===== src/logic/lq_pkg.sv =====
package lq_pkg;

    // queue and issue sizes
    localparam int lq_size = 8;
    localparam int lq_idx_w = 3;
    localparam int ways = 2;
    localparam int way_idx_w = 1;

    // tags carried by each load
    localparam int rob_idx_w = 5;
    localparam int prf_idx_w = 6;

    // address split as tag, set, offset from the top down
    localparam int addr_w = 16;
    localparam int tag_w = 8;
    localparam int set_w = 5;
    localparam int offset_w = 3;

    localparam int data_w = 32;
    localparam int count_w = 4;

    // load size codes
    localparam logic [1:0] size_byte = 2'd0;
    localparam logic [1:0] size_half = 2'd1;
    localparam logic [1:0] size_word = 2'd2;

    // entry states
    localparam logic [1:0] st_wait_addr = 2'd0;
    localparam logic [1:0] st_ready = 2'd1;
    localparam logic [1:0] st_miss = 2'd2;
    localparam logic [1:0] st_done = 2'd3;

    // one load word seen as bytes or as halfwords
    typedef union packed {
        logic [3:0][7:0] bytes;
        logic [1:0][15:0] halves;
    } load_word_u;

endpackage

===== src/logic/load_queue.sv =====
`timescale 1ns/1ns

module load_queue (
    input  logic                                            clock,
    input  logic                                            rst_n,
    input  logic                                            except,
    input  logic [lq_pkg::ways-1:0]                         ld_en,
    input  logic [lq_pkg::ways-1:0][1:0]                    ld_size,
    input  logic [lq_pkg::ways-1:0][lq_pkg::rob_idx_w-1:0]  ld_rob_idx,
    input  logic [lq_pkg::ways-1:0][lq_pkg::prf_idx_w-1:0]  ld_prf_idx,
    input  logic [lq_pkg::ways-1:0]                         ld_is_signed,
    input  logic [lq_pkg::ways-1:0]                         alu_valid,
    input  logic [lq_pkg::ways-1:0]                         alu_is_ls,
    input  logic [lq_pkg::ways-1:0][lq_pkg::rob_idx_w-1:0]  alu_rob_idx,
    input  logic [lq_pkg::ways-1:0][lq_pkg::addr_w-1:0]     alu_data,
    input  logic                                            dc_hit,
    input  logic [lq_pkg::data_w-1:0]                       dc_data,
    input  logic [lq_pkg::lq_size-1:0]                      mem_feedback,
    input  logic [lq_pkg::data_w-1:0]                       mem_data,
    output logic                                            rd_en,
    output logic [lq_pkg::lq_size-1:0]                      rd_gnt,
    output logic [lq_pkg::tag_w-1:0]                        rd_tag,
    output logic [lq_pkg::set_w-1:0]                        rd_set,
    output logic [lq_pkg::offset_w-1:0]                     rd_offset,
    output logic [1:0]                                      rd_size,
    output logic                                            cdb_valid,
    output logic [lq_pkg::data_w-1:0]                       cdb_data,
    output logic [lq_pkg::prf_idx_w-1:0]                    cdb_prf_idx,
    output logic [lq_pkg::rob_idx_w-1:0]                    cdb_rob_idx,
    output logic [lq_pkg::count_w-1:0]                      lq_num_free_out
);

    logic [lq_pkg::lq_size-1:0]                         free;
    logic [lq_pkg::lq_size-1:0]                         alloc_en;
    logic [lq_pkg::lq_size-1:0][lq_pkg::way_idx_w-1:0]  alloc_way;
    logic [lq_pkg::lq_size-1:0]                         done;
    logic [lq_pkg::lq_size-1:0][lq_pkg::data_w-1:0]     ent_data;
    logic [lq_pkg::lq_size-1:0][1:0]                    ent_size;
    logic [lq_pkg::lq_size-1:0]                         ent_signed;
    logic [lq_pkg::lq_size-1:0][lq_pkg::prf_idx_w-1:0]  ent_prf_idx;
    logic [lq_pkg::lq_size-1:0][lq_pkg::rob_idx_w-1:0]  ent_rob_idx;
    logic [lq_pkg::lq_size-1:0]                         cdb_gnt;

    lq_alloc alloc (
        .free      (free),
        .ld_en     (ld_en),
        .alloc_en  (alloc_en),
        .alloc_way (alloc_way)
    );

    lq_entries entries (
        .clock           (clock),
        .rst_n           (rst_n),
        .except          (except),
        .alloc_en        (alloc_en),
        .alloc_way       (alloc_way),
        .ld_size         (ld_size),
        .ld_rob_idx      (ld_rob_idx),
        .ld_prf_idx      (ld_prf_idx),
        .ld_is_signed    (ld_is_signed),
        .alu_valid       (alu_valid),
        .alu_is_ls       (alu_is_ls),
        .alu_rob_idx     (alu_rob_idx),
        .alu_data        (alu_data),
        .dc_hit          (dc_hit),
        .dc_data         (dc_data),
        .mem_feedback    (mem_feedback),
        .mem_data        (mem_data),
        .cdb_gnt         (cdb_gnt),
        .free            (free),
        .done            (done),
        .ent_data        (ent_data),
        .ent_size        (ent_size),
        .ent_signed      (ent_signed),
        .ent_prf_idx     (ent_prf_idx),
        .ent_rob_idx     (ent_rob_idx),
        .rd_en           (rd_en),
        .rd_gnt          (rd_gnt),
        .rd_tag          (rd_tag),
        .rd_set          (rd_set),
        .rd_offset       (rd_offset),
        .rd_size         (rd_size),
        .lq_num_free_out (lq_num_free_out)
    );

    lq_writeback writeback (
        .clock       (clock),
        .rst_n       (rst_n),
        .done        (done),
        .ent_data    (ent_data),
        .ent_size    (ent_size),
        .ent_signed  (ent_signed),
        .ent_prf_idx (ent_prf_idx),
        .ent_rob_idx (ent_rob_idx),
        .cdb_gnt     (cdb_gnt),
        .cdb_valid   (cdb_valid),
        .cdb_data    (cdb_data),
        .cdb_prf_idx (cdb_prf_idx),
        .cdb_rob_idx (cdb_rob_idx)
    );

endmodule


===== src/logic/lq_writeback.sv =====
`timescale 1ns/1ns

module lq_writeback (
    input  logic                                                clock,
    input  logic                                                rst_n,
    input  logic [lq_pkg::lq_size-1:0]                          done,
    input  logic [lq_pkg::lq_size-1:0][lq_pkg::data_w-1:0]      ent_data,
    input  logic [lq_pkg::lq_size-1:0][1:0]                     ent_size,
    input  logic [lq_pkg::lq_size-1:0]                          ent_signed,
    input  logic [lq_pkg::lq_size-1:0][lq_pkg::prf_idx_w-1:0]   ent_prf_idx,
    input  logic [lq_pkg::lq_size-1:0][lq_pkg::rob_idx_w-1:0]   ent_rob_idx,
    output logic [lq_pkg::lq_size-1:0]                          cdb_gnt,
    output logic                                                cdb_valid,
    output logic [lq_pkg::data_w-1:0]                           cdb_data,
    output logic [lq_pkg::prf_idx_w-1:0]                        cdb_prf_idx,
    output logic [lq_pkg::rob_idx_w-1:0]                        cdb_rob_idx
);

    logic [lq_pkg::data_w-1:0] sel_data;
    logic [1:0]                sel_size;
    logic                      sel_signed;
    lq_pkg::load_word_u        word;

    lq_rr_arbiter cdb_arb (
        .clock (clock),
        .rst_n (rst_n),
        .req   (done),
        .gnt   (cdb_gnt)
    );

    assign cdb_valid = |cdb_gnt;

    // fields of the granted entry
    always_comb begin
        sel_data = '0;
        sel_size = '0;
        sel_signed = 1'b0;
        cdb_prf_idx = '0;
        cdb_rob_idx = '0;
        for (int i = 0; i < lq_pkg::lq_size; i++) begin
            if (cdb_gnt[i]) begin
                sel_data = ent_data[i];
                sel_size = ent_size[i];
                sel_signed = ent_signed[i];
                cdb_prf_idx = ent_prf_idx[i];
                cdb_rob_idx = ent_rob_idx[i];
            end
        end
    end

    assign word = sel_data;

    // fill bit is the top data bit for signed loads, zero otherwise
    always_comb begin
        case (sel_size)
            lq_pkg::size_byte: begin
                cdb_data = {{(lq_pkg::data_w-8){sel_signed & word.bytes[0][7]}},
                            word.bytes[0]};
            end
            lq_pkg::size_half: begin
                cdb_data = {{(lq_pkg::data_w-16){sel_signed & word.halves[0][15]}},
                            word.halves[0]};
            end
            default: begin
                cdb_data = word;
            end
        endcase
    end

endmodule


===== src/logic/lq_entries.sv =====
`timescale 1ns/1ns

module lq_entries (
    input  logic                                                clock,
    input  logic                                                rst_n,
    input  logic                                                except,
    input  logic [lq_pkg::lq_size-1:0]                          alloc_en,
    input  logic [lq_pkg::lq_size-1:0][lq_pkg::way_idx_w-1:0]   alloc_way,
    input  logic [lq_pkg::ways-1:0][1:0]                        ld_size,
    input  logic [lq_pkg::ways-1:0][lq_pkg::rob_idx_w-1:0]      ld_rob_idx,
    input  logic [lq_pkg::ways-1:0][lq_pkg::prf_idx_w-1:0]      ld_prf_idx,
    input  logic [lq_pkg::ways-1:0]                             ld_is_signed,
    input  logic [lq_pkg::ways-1:0]                             alu_valid,
    input  logic [lq_pkg::ways-1:0]                             alu_is_ls,
    input  logic [lq_pkg::ways-1:0][lq_pkg::rob_idx_w-1:0]      alu_rob_idx,
    input  logic [lq_pkg::ways-1:0][lq_pkg::addr_w-1:0]         alu_data,
    input  logic                                                dc_hit,
    input  logic [lq_pkg::data_w-1:0]                           dc_data,
    input  logic [lq_pkg::lq_size-1:0]                          mem_feedback,
    input  logic [lq_pkg::data_w-1:0]                           mem_data,
    input  logic [lq_pkg::lq_size-1:0]                          cdb_gnt,
    output logic [lq_pkg::lq_size-1:0]                          free,
    output logic [lq_pkg::lq_size-1:0]                          done,
    output logic [lq_pkg::lq_size-1:0][lq_pkg::data_w-1:0]      ent_data,
    output logic [lq_pkg::lq_size-1:0][1:0]                     ent_size,
    output logic [lq_pkg::lq_size-1:0]                          ent_signed,
    output logic [lq_pkg::lq_size-1:0][lq_pkg::prf_idx_w-1:0]   ent_prf_idx,
    output logic [lq_pkg::lq_size-1:0][lq_pkg::rob_idx_w-1:0]   ent_rob_idx,
    output logic                                                rd_en,
    output logic [lq_pkg::lq_size-1:0]                          rd_gnt,
    output logic [lq_pkg::tag_w-1:0]                            rd_tag,
    output logic [lq_pkg::set_w-1:0]                            rd_set,
    output logic [lq_pkg::offset_w-1:0]                         rd_offset,
    output logic [1:0]                                          rd_size,
    output logic [lq_pkg::count_w-1:0]                          lq_num_free_out
);

    logic [lq_pkg::lq_size-1:0][1:0]                state;
    logic [lq_pkg::lq_size-1:0]                     addr_valid;
    logic [lq_pkg::lq_size-1:0][lq_pkg::addr_w-1:0] addr;
    logic [lq_pkg::lq_size-1:0]                     alu_hit;
    logic [lq_pkg::lq_size-1:0][lq_pkg::addr_w-1:0] alu_addr;
    logic [lq_pkg::lq_size-1:0]                     ready;
    logic [lq_pkg::addr_w-1:0]                      rd_addr;
    logic [lq_pkg::count_w-1:0]                     free_cnt;
    logic [lq_pkg::count_w-1:0]                     alloc_cnt;
    logic [lq_pkg::count_w-1:0]                     free_cnt_next;

    // ALU results only fill occupied entries still missing an address
    always_comb begin
        alu_hit = '0;
        alu_addr = '0;
        for (int i = 0; i < lq_pkg::lq_size; i++) begin
            for (int w = 0; w < lq_pkg::ways; w++) begin
                if (!free[i] && !addr_valid[i] && alu_valid[w] && alu_is_ls[w]
                        && alu_rob_idx[w] == ent_rob_idx[i]) begin
                    alu_hit[i] = 1'b1;
                    alu_addr[i] = alu_data[w];
                end
            end
        end
    end

    always_comb begin
        for (int i = 0; i < lq_pkg::lq_size; i++) begin
            ready[i] = state[i] == lq_pkg::st_ready;
            done[i] = state[i] == lq_pkg::st_done;
        end
    end

    lq_rr_arbiter cache_arb (
        .clock (clock),
        .rst_n (rst_n),
        .req   (ready),
        .gnt   (rd_gnt)
    );

    // one-hot grant steers the winner onto the cache port
    always_comb begin
        rd_addr = '0;
        rd_size = '0;
        for (int i = 0; i < lq_pkg::lq_size; i++) begin
            if (rd_gnt[i]) begin
                rd_addr = addr[i];
                rd_size = ent_size[i];
            end
        end
    end

    assign rd_en = |rd_gnt;
    assign rd_tag = rd_addr[lq_pkg::addr_w-1 -: lq_pkg::tag_w];
    assign rd_set = rd_addr[lq_pkg::offset_w +: lq_pkg::set_w];
    assign rd_offset = rd_addr[lq_pkg::offset_w-1:0];

    // loads taken in against the single CDB release
    always_comb begin
        alloc_cnt = '0;
        for (int i = 0; i < lq_pkg::lq_size; i++) begin
            alloc_cnt = alloc_cnt + {{(lq_pkg::count_w-1){1'b0}}, alloc_en[i]};
        end
        free_cnt_next = free_cnt - alloc_cnt + {{(lq_pkg::count_w-1){1'b0}}, |cdb_gnt};
    end

    always_ff @(posedge clock) begin
        if (!rst_n || except) begin
            free <= '1;
            addr_valid <= '0;
            state <= {lq_pkg::lq_size{lq_pkg::st_wait_addr}};
            free_cnt <= lq_pkg::lq_size[lq_pkg::count_w-1:0];
            lq_num_free_out <= lq_pkg::lq_size[lq_pkg::count_w-1:0];
        end else begin
            free_cnt <= free_cnt_next;
            // sender sees zero once a full pair no longer fits
            lq_num_free_out <= (free_cnt_next < lq_pkg::ways) ? '0 : free_cnt_next;
            for (int i = 0; i < lq_pkg::lq_size; i++) begin
                if (alloc_en[i]) begin
                    free[i] <= 1'b0;
                    addr_valid[i] <= 1'b0;
                    state[i] <= lq_pkg::st_wait_addr;
                end else begin
                    if (alu_hit[i]) begin
                        addr_valid[i] <= 1'b1;
                    end
                    case (state[i])
                        lq_pkg::st_wait_addr: begin
                            if (!free[i] && addr_valid[i]) begin
                                state[i] <= lq_pkg::st_ready;
                            end
                        end
                        lq_pkg::st_ready: begin
                            if (rd_gnt[i]) begin
                                state[i] <= dc_hit ? lq_pkg::st_done : lq_pkg::st_miss;
                            end
                        end
                        lq_pkg::st_miss: begin
                            if (mem_feedback[i]) begin
                                state[i] <= lq_pkg::st_done;
                            end
                        end
                        default: begin
                            // broadcast on the CDB releases the entry
                            if (cdb_gnt[i]) begin
                                state[i] <= lq_pkg::st_wait_addr;
                                free[i] <= 1'b1;
                                addr_valid[i] <= 1'b0;
                            end
                        end
                    endcase
                end
            end
        end
    end

    always_ff @(posedge clock) begin
        for (int i = 0; i < lq_pkg::lq_size; i++) begin
            if (alloc_en[i]) begin
                ent_size[i] <= ld_size[alloc_way[i]];
                ent_signed[i] <= ld_is_signed[alloc_way[i]];
                ent_prf_idx[i] <= ld_prf_idx[alloc_way[i]];
                ent_rob_idx[i] <= ld_rob_idx[alloc_way[i]];
            end
            if (alu_hit[i]) begin
                addr[i] <= alu_addr[i];
            end
            if (rd_gnt[i] && dc_hit) begin
                ent_data[i] <= dc_data;
            end
            if (state[i] == lq_pkg::st_miss && mem_feedback[i]) begin
                ent_data[i] <= mem_data;
            end
        end
    end

endmodule


===== src/logic/lq_alloc.sv =====
`timescale 1ns/1ns

module lq_alloc (
    input  logic [lq_pkg::lq_size-1:0]                          free,
    input  logic [lq_pkg::ways-1:0]                             ld_en,
    output logic [lq_pkg::lq_size-1:0]                          alloc_en,
    output logic [lq_pkg::lq_size-1:0][lq_pkg::way_idx_w-1:0]   alloc_way
);

    logic [lq_pkg::lq_size-1:0] low_sel;
    logic [lq_pkg::lq_size-1:0] high_sel;
    logic                       low_found;
    logic                       high_found;

    // lowest free entry, then highest free entry other than that one
    always_comb begin
        low_sel = '0;
        high_sel = '0;
        low_found = 1'b0;
        high_found = 1'b0;
        for (int i = 0; i < lq_pkg::lq_size; i++) begin
            if (!low_found && free[i]) begin
                low_sel[i] = 1'b1;
                low_found = 1'b1;
            end
        end
        for (int i = lq_pkg::lq_size - 1; i >= 0; i--) begin
            if (!high_found && free[i] && !low_sel[i]) begin
                high_sel[i] = 1'b1;
                high_found = 1'b1;
            end
        end
    end

    // way 0 owns the low pick, way 1 the high one, even if way 0 is idle
    always_comb begin
        alloc_en = '0;
        alloc_way = '0;
        for (int i = 0; i < lq_pkg::lq_size; i++) begin
            if (ld_en[0] && low_sel[i]) begin
                alloc_en[i] = 1'b1;
                alloc_way[i] = 1'b0;
            end
            if (ld_en[1] && high_sel[i]) begin
                alloc_en[i] = 1'b1;
                alloc_way[i] = 1'b1;
            end
        end
    end

endmodule


===== src/logic/lq_rr_arbiter.sv =====
`timescale 1ns/1ns

module lq_rr_arbiter (
    input  logic                        clock,
    input  logic                        rst_n,
    input  logic [lq_pkg::lq_size-1:0]  req,
    output logic [lq_pkg::lq_size-1:0]  gnt
);

    logic [lq_pkg::lq_idx_w-1:0] last;
    logic [lq_pkg::lq_idx_w-1:0] idx;
    logic [lq_pkg::lq_idx_w-1:0] gnt_idx;
    logic                        found;

    // search starts just past the last winner and wraps around
    always_comb begin
        gnt = '0;
        gnt_idx = last;
        found = 1'b0;
        idx = last;
        for (int i = 1; i <= lq_pkg::lq_size; i++) begin
            idx = last + i[lq_pkg::lq_idx_w-1:0];
            if (!found && req[idx]) begin
                found = 1'b1;
                gnt[idx] = 1'b1;
                gnt_idx = idx;
            end
        end
    end

    // entry 0 has first pick after reset
    always_ff @(posedge clock) begin
        if (!rst_n) begin
            last <= '1;
        end else if (found) begin
            last <= gnt_idx;
        end
    end

endmodule


===== config.mk =====
export PLATFORM = sky130hd
export DESIGN_NAME = load_queue
export DESIGN_NICKNAME = d
export VERILOG_FILES = /design/src/logic/lq_pkg.sv /design/src/logic/load_queue.sv /design/src/logic/lq_writeback.sv /design/src/logic/lq_entries.sv /design/src/logic/lq_alloc.sv /design/src/logic/lq_rr_arbiter.sv
export SDC_FILE = /design/constraint.sdc
export NUM_CORES = 1
export LEC_CHECK = 0
export ABC_CLOCK_PERIOD_IN_PS = 10800
export BUFFER_PORTS_ARGS = -buffer_cell sky130_fd_sc_hd__buf_2
export CAP_MARGIN = 5
export CELL_PAD_IN_SITES_DETAIL_PLACEMENT = 0
export CELL_PAD_IN_SITES_GLOBAL_PLACEMENT = 1
export CORE_ASPECT_RATIO = 1.75
export CORE_MARGIN = 8
export CORE_UTILIZATION = 53
export DETAILED_ROUTE_END_ITERATION = 7
export PLACE_DENSITY = 0.89
export SYNTH_ARGS = -nofsm -noshare
export SYNTH_HDL_FRONTEND = slang
export SYNTH_SLANG_ARGS = --single-unit

===== constraint.sdc =====
create_clock -name clock -period 10.8 [get_ports clock]
set_clock_uncertainty 0.1 [all_clocks]
set_input_delay 1.08 -clock clock [delete_from_list [all_inputs] [get_ports clock]]
set_output_delay 1.08 -clock clock [all_outputs]
set_load 0.05 [all_outputs]

After elaboration in Yosys (flattened, before gate mapping)
Index checks and enable logic that the tools add are counted.
{ "totals": {"elab_cells": 926, "register_bits": 542} }
{ "classes": {"n_lt_le_gt_ge": 41, "reduce_logical": 273, "n_addsub": 23, "muxes": 421, "bitwise": 18, "eq_ne": 73} }
{ "ops": {"columns": ["cell", "count"], "rows": [
  ["32-bit two-way mux", 24],
  ["16-bit two-way mux", 24],
  ["1-bit two-way mux", 189],
  ["1-bit logical AND", 148],
  ["6-bit two-way mux", 24],
  ["2-bit two-way mux", 64],
  ["8-bit two-way mux", 16],
  ["5-bit two-way mux", 24],
  ["8-bit OR", 14],
  ["5-bit == test", 16],
  ["3-bit by 4-bit < comparator with 1-bit output, second input constant", 16],
  ["32-bit case mux with 2 select lines", 1],
  ["1-bit zero test", 52],
  ["1-bit binary-select mux with 3-bit select", 16],
  ["1-bit demux with 3-bit select", 16],
  ["3-bit by 1-bit >= comparator with 1-bit output, second input constant", 16],
  ["2-bit by 1-bit != test with 1-bit output, second input constant", 24],
  ["2-bit case mux with 3 select lines", 8],
  ["3-bit two-way mux", 14],
  ["2-bit == test, second input constant", 16],
  ["4-bit AND reduction", 8],
  ["2-bit nonzero test", 16],
  ["4-bit nonzero test", 8],
  ["4-bit by 1-bit adder with 4-bit output", 7],
  ["other kinds (20)", 88]
]} }

Logic depth before layout (Yosys ltp)
{ "depth": {"ltp_word": 66, "ltp_mapped": 27} }

By module
Synthesis repeated with hierarchy kept, for this count alone.
{ "unflattened": {"cells_unflattened": 2661, "area_unflattened_um2": 32043.2} }
{ "by_module_without_submodules": {"columns": ["module", "cells_per_inst", "n_inst", "area_per_inst_um2"], "rows": [
  ["lq_entries", 1837, 1, 26057.5],
  ["lq_writeback", 507, 1, 3166.8],
  ["lq_rr_arbiter at writeback.cdb_arb", 141, 1, 1293.7],
  ["lq_rr_arbiter at entries.cache_arb", 127, 1, 1192.4],
  ["lq_alloc", 49, 1, 332.8]
]} }

Least setup slack after synthesis
Ideal clock, no wire load.
{ "synth_path": {"path_kind": "flip-flop to flip-flop", "from": "register writeback.cdb_arb.last[0] (netlist name)", "to": "register entries.lq_num_free_out[0] (netlist name)", "required_time_ps": 10568, "arrival_ps": 6905, "setup_time_ps": 132, "stages_incl_launch_ff": 27, "period_less_slack_ps": 7137, "n_path_buf": 8, "path_slack_ps": 3663, "cell_sequence": "dfxtp_1 > buf_6 > buf_6 > buf_4 > clkinv_1 > ha_1 > buf_2 > buf_1 > mux4_2 > nor2_1 > and3_1 > a221oi_1 > and2_1 > clkbuf_1 > clkbuf_1 > clkbuf_1 > nand4_1 > fa_1 > fa_1 > inv_1 > fa_1 > inv_1 > fa_1 > ha_1 > xor2_1 > xnor2_1 > a21boi_0"} }
{ "synth_between": {"elab_chain_cells": 29} }
{ "synth_rtl": {"columns": ["item", "line_no", "rtl"], "rows": [
  ["start, declared", "lq_rr_arbiter.sv:10", "logic [lq_pkg::lq_idx_w-1:0] last;"],
  ["start signal, assigned", "lq_rr_arbiter.sv:36", "last <= gnt_idx;"],
  ["branches (longest 24 deep; another with 3-bit by 4-bit < comparator with 1-bit output)", null, null],
  ["8-bit two-way mux *", "lq_rr_arbiter.sv:23", "if (!found && req[idx]) begin"],
  ["8-bit OR reduction *", null, null],
  ["via cdb_valid", "load_queue.sv:26", "output logic cdb_valid,"],
  ["4-bit by 1-bit adder with 4-bit output *", "lq_entries.sv:101", "free_cnt_next = free_cnt - alloc_cnt + {{(lq_pkg::count_w-1){1'b0}}, |cdb_gnt};"],
  ["4-bit by 2-bit < comparator with 1-bit output", "lq_entries.sv:114", "lq_num_free_out <= (free_cnt_next < lq_pkg::ways) ? '0 : free_cnt_next;"],
  ["2-bit OR reduction (no source line)", null, null],
  ["end signal, assigned", "lq_entries.sv:110", "lq_num_free_out <= lq_pkg::lq_size[lq_pkg::count_w-1:0];"],
  ["end signal, assigned", "lq_entries.sv:114", null],
  ["end, declared", "lq_entries.sv:35", "output logic [lq_pkg::count_w-1:0] lq_num_free_out"]
]} }
Mark *: on every way through the listed nets, which the timed path passes. The select of a mux whose other input is x is not followed.
A chain may end at the register's enable or synchronous reset.

Final worst setup path
{ "layout_path": {"from": "register writeback.cdb_arb.last[1] (netlist name)", "to": "output port cdb_data[31] (netlist name)"} }
{ "layout_between": {"elab_chain_cells": 35} }
{ "layout_rtl": {"columns": ["item", "line_no", "rtl"], "rows": [
  ["branches (longest 24 deep; another with 3-bit by 4-bit < comparator with 1-bit output)", null, null],
  ["8-bit two-way mux *", "lq_rr_arbiter.sv:23", null],
  ["2-bit two-way mux (tied with other cells) (8 in a row)", "lq_writeback.sv:41", "if (cdb_gnt[i]) begin"],
  ["2-bit by 1-bit == test with 1-bit output (tied with other cells)", "lq_writeback.sv:55", "case (sel_size)"],
  ["32-bit case mux with 2 select lines *", "lq_writeback.sv:55", null],
  ["end, declared", "load_queue.sv:27", "output logic [lq_pkg::data_w-1:0] cdb_data,"]
]} }
Mark *: on every way between the ends. The select of a mux whose other input is x is not followed.

==> results <==
- The run finished with clean final reports.
- The post-route netlist has 28.5% of its cells at a drive strength greater than 1.
- The residual antenna-violating net count after detailed routing is 0.
- In this run the critical register-to-register path is captured at entries.lq_num_free_out[0].
- The worst stage delay on the critical path is 1060 ps.
- STA puts the critical path data required time at 9620 ps.
- Before antenna repair, the detailed router went through 5 iterations.
- The number of fill cells is 4916.
- The synthesized design contains 496 enable-type register cells.
- The worst slew slack as a fraction of its limit is 17.9%.
- The hold violation total from the final report is 0.
- The routed wire length per instance is 29.5 um.
- The count of unresolved DRC violations after routing is 0.
- The via count is 25400.
- In this run the cell area of the synthesized design comes to 31800 um^2.
- Setup violations remaining at the end of the flow were counted as 0.
- Hold is met by 428 ps.
- Ranked by instance count, the synthesized netlist is headed by sky130_fd_sc_hd__edfxtp_1 (496), sky130_fd_sc_hd__mux2_2 (367), sky130_fd_sc_hd__nand2_1 (278).
- In the post-synthesis netlist, the cell with the most instances is sky130_fd_sc_hd__edfxtp_1.
- The count of mapped cells out of synthesis is 2795.
- The post-route minimum period is 9160 ps.
- By area the synthesized netlist is led by sky130_fd_sc_hd__edfxtp_1 (47%), sky130_fd_sc_hd__mux2_2 (13%), sky130_fd_sc_hd__nand2_1 (3.3%).
- The internal cell power is 3.51 mW.
- The number of antenna violations at the first check in global routing is 20.
- The number of buffers inserted by post-CTS setup repair is 0.
- The worst min-delay path endpoint is entries.state[10].
- The overall die area is 68500 um^2.
- Setup repair after global routing left no endpoint under its margin.
- The number of nets in the synthesized netlist is 3011.
- The first-pass GRT wire length is 162 mm.
- The violation count after the first detailed-route iteration is 2358.
- The total wire length is 110 mm.
- For this run the aggregate overflow at the end of global routing stands at 0.
- The via count of the first global-routing pass is 26200.
- The overall fraction of global-route tracks in use is 30.9%.
- The sequential area share after synthesis is 49.7%.
- The proportion of synthesized flip-flops having asynchronous set or reset is 0%.
- For this run, the post-layout net count is 3110.
- The final number of max-transition violations is 0.
- Clock-pin slew was measured on the worst setup and hold paths at 70 ps.
- Using the TritonRoute via totals, the vias-per-cell ratio works out to 6.81.
- Counting distinct cell types in the post-synthesis netlist gives 94.
- The share of total power dissipated in the clock network is 38.2%.
- Detailed placement finished with a half-perimeter wire length of 74.9 mm.
- The register-to-register setup slack is 2910 ps.
- In this run the power density over the cells is 135 nW/um^2.
- Gates resized during post-CTS repair numbered 0.
- The clock root buffer is sky130_fd_sc_hd__clkbuf_16.
- The later pin in the worst-skew pair is clocked with a latency of 610 ps.
- The launch point of the worst hold path is entries.state[10].
- The max capacitance violation total is 0.
- The critical path data arrival time is 7980 ps.
- In this run the core area contains 119 standard-cell rows.
- The synthesized flop and latch total is 542.
- Relative to the synthesized area, the layout overhead comes to 10.7%.
- On the critical path, the stage with the largest delay is an instance of sky130_fd_sc_hd__ha_1.
- The min-delay analysis places its worst path in the category flop to flop.
- The hold path depth is 2.
- For this design the total switching power over the nets is 1.26 mW.
- The kind of end point of the critical path is an output port.
- The critical path launch point type is a flop.
- The wire length on met3 is 9.10 mm.
- Along the worst path, the maximum fanout reaches 24.
- Entering global routing, the biggest net connects 78 pins.
- The startpoint of the most critical register-to-register path is writeback.cdb_arb.last[1].
- The most used flip-flop cell after synthesis is sky130_fd_sc_hd__edfxtp_1.
- The longest clock path from root to sink contains 3 buffers.
- The origin of the worst setup path is writeback.cdb_arb.last[1].
- Summed over its instances, the top area cell type makes up 46.8% of the synthesized netlist area.
- Routed signal wires occupy layers up through met5.
- The number of sinks on the clock net is 542.
- The weighted congestion reported at the end of routability-driven placement is 0.969.
- The count of input and output buffers is 226.
- The width of the die is 201 um.
- Combinational logic is responsible for 12.8% of the overall power.
- From bottom edge to top edge, the die measures 340 um.
- Sequential cells burn 49.0% of the power.
- Across the VDD grid, the largest voltage drop is 144 uV.
- Pin placement for this block handled 227 I/O pins.
- Summed over all failing endpoints, the final setup total negative slack is 0 ps.
- The average cell area after synthesis is 11.4 um^2.
- During synthesis, Yosys emitted a total of 0 warnings.
- Counting cells, the worst reg-to-reg path comes to 20.
- The starting density of the core is 53.2%.
- The H-tree was split into 2 levels.
- The detailed-routing wirelength on met1 is 36.0 mm.
- The CTS tree is done.
- Traced cell by cell, the critical path runs through clkinv_1, ha_1, mux4_2, or2_2, or4_4, nor3_4, a221oi_1, nand2_1, a221oi_1, o211a_1, o21ai_1, mux2i_4, o32ai_1, buf_2.
- The worst setup path is of the flop to output port kind.
- In this run the static leakage power is 12.2 nW.
- For this design, the CTS-stage hold fixing added 0 buffers.
- The floorplan step defined a core boundary enclosing 59900 um^2.
- Summed over all instances, the cell type with the most area after synthesis is sky130_fd_sc_hd__edfxtp_1.
- The maximum clock rate is 109 MHz.
- Net switching is 26.4% of the power.
- The critical path's most frequent cell is sky130_fd_sc_hd__a221oi_1.
- The TritonCTS buffer count is 50.
- For the pin with the worst max-slew slack, the measured transition is 1230 ps.
- Summed over all nets, wire length on met2 after detailed routing comes to 55.7 mm.
- The final cycle utilization of the critical path is 84.8%.
==> area by class of cell <==
cell class	instances	area (um^2)	share of cell area, %
diodes	14	35.0	0.0994
clock buffers	62	1300	3.68
clock inverters	29	333	0.945
inverters	52	195	0.554
multi-input cells	1963	15000	42.6
flip-flops and latches	542	15800	44.9
well taps	786	983	2.79
repair buffers	285	1570	4.47
==> routing by layer <==
| layer | global-route usage (%) | vias up |
|---|---|---|
| met5 | 0 | - |
| met4 | 23.1 | 14 |
| met3 | 5.91 | 502 |
| met2 | 55.0 | 1541 |
| met1 | 32.0 | 12400 |
| li1 | - | 10900 |
==> sequential cells by signal, indices dropped and copies added (netlist names), 16 cells and up <==
register	cells
entries.ent_data	256
entries.addr	128
entries.ent_prf_idx	48
entries.ent_rob_idx	40
entries.ent_size	16
entries.state	16
==> stage by stage <==
step / power (mW) / worst slack, ps / util, % / cells / area, um^2
after floorplan: 2.77 / 3660 / - / 2795 / 31800
after global placement: 2.96 / 2580 / 56.1 / 3628 / 33600
after detailed placement: 2.98 / 2430 / 56.1 / 3628 / 33600
after CTS: 4.77 / 1810 / 58.8 / 3719 / 35200
after global routing: 4.87 / 1200 / 58.8 / 3724 / 35200
final: 4.77 / 1640 / 58.9 / 3733 / 35200
==> cell usage in the layout (no fill, tap or decap), drive strengths merged, types with 16 or more instances in the layout <==
cell,n
a211oi,34
a21oi,124
a221o,28
a221oi,64
a22o,62
a22oi,28
and2,17
and3,25
buf,285
clkbuf,62
clkinv,21
dfxtp,46
edfxtp,496
ha,58
inv,52
mux2,371
mux2i,27
mux4,24
nand2,279
nand2b,16
nand3,21
nor2,165
nor3,32
nor4,23
o211ai,29
o21ai,202
o221ai,26
o22a,20
o22ai,52
o32ai,19
or2,16
xnor2,44
xor2,47
==> critical path, delay by kind of cell (launching register included) <==
kind	cells	cell delay, ps
buffers and inverters	2	880
AOI/OAI and AO/OA	5	1610
muxes	2	1040
and+or+nand+nor	4	2020
adders and majority gates	1	1060
DFF	1	740
==> power by group through the flow <==
stage,registers [mW],clock network (mW),logic [mW]
after floorplan,2.37,0,0.393
after global placement,2.38,0,0.586
final,2.33,1.82,0.610
after detailed placement,2.38,0,0.600
after global routing,2.34,1.90,0.642
after CTS,2.33,1.83,0.604
==> cell families after synthesis <==
family	synth area share, %
multiplexers	15.8
AO/OA/AOI/OAI	16.3
buffers and inverters	3.83
XOR/XNOR	2.50
adder cells (fa/ha/maj)	2.69
AND/OR/NAND/NOR	9.24
flip-flops	49.7
==> how the worst max path moves through the flow <==
| stage | to | slack (ps) | cells past startpoint |
|---|---|---|---|
| after floorplan | entries.lq_num_free_out[0] | 3660 | 26 |
| after global placement | cdb_data[31] | 2580 | 15 |
| after detailed placement | cdb_data[31] | 2430 | 14 |
| after CTS | cdb_data[31] | 1810 | 14 |
| after global routing | cdb_data[31] | 1200 | 13 |
| final | cdb_data[31] | 1640 | 14 |
(Power assumes the default switching activity.)
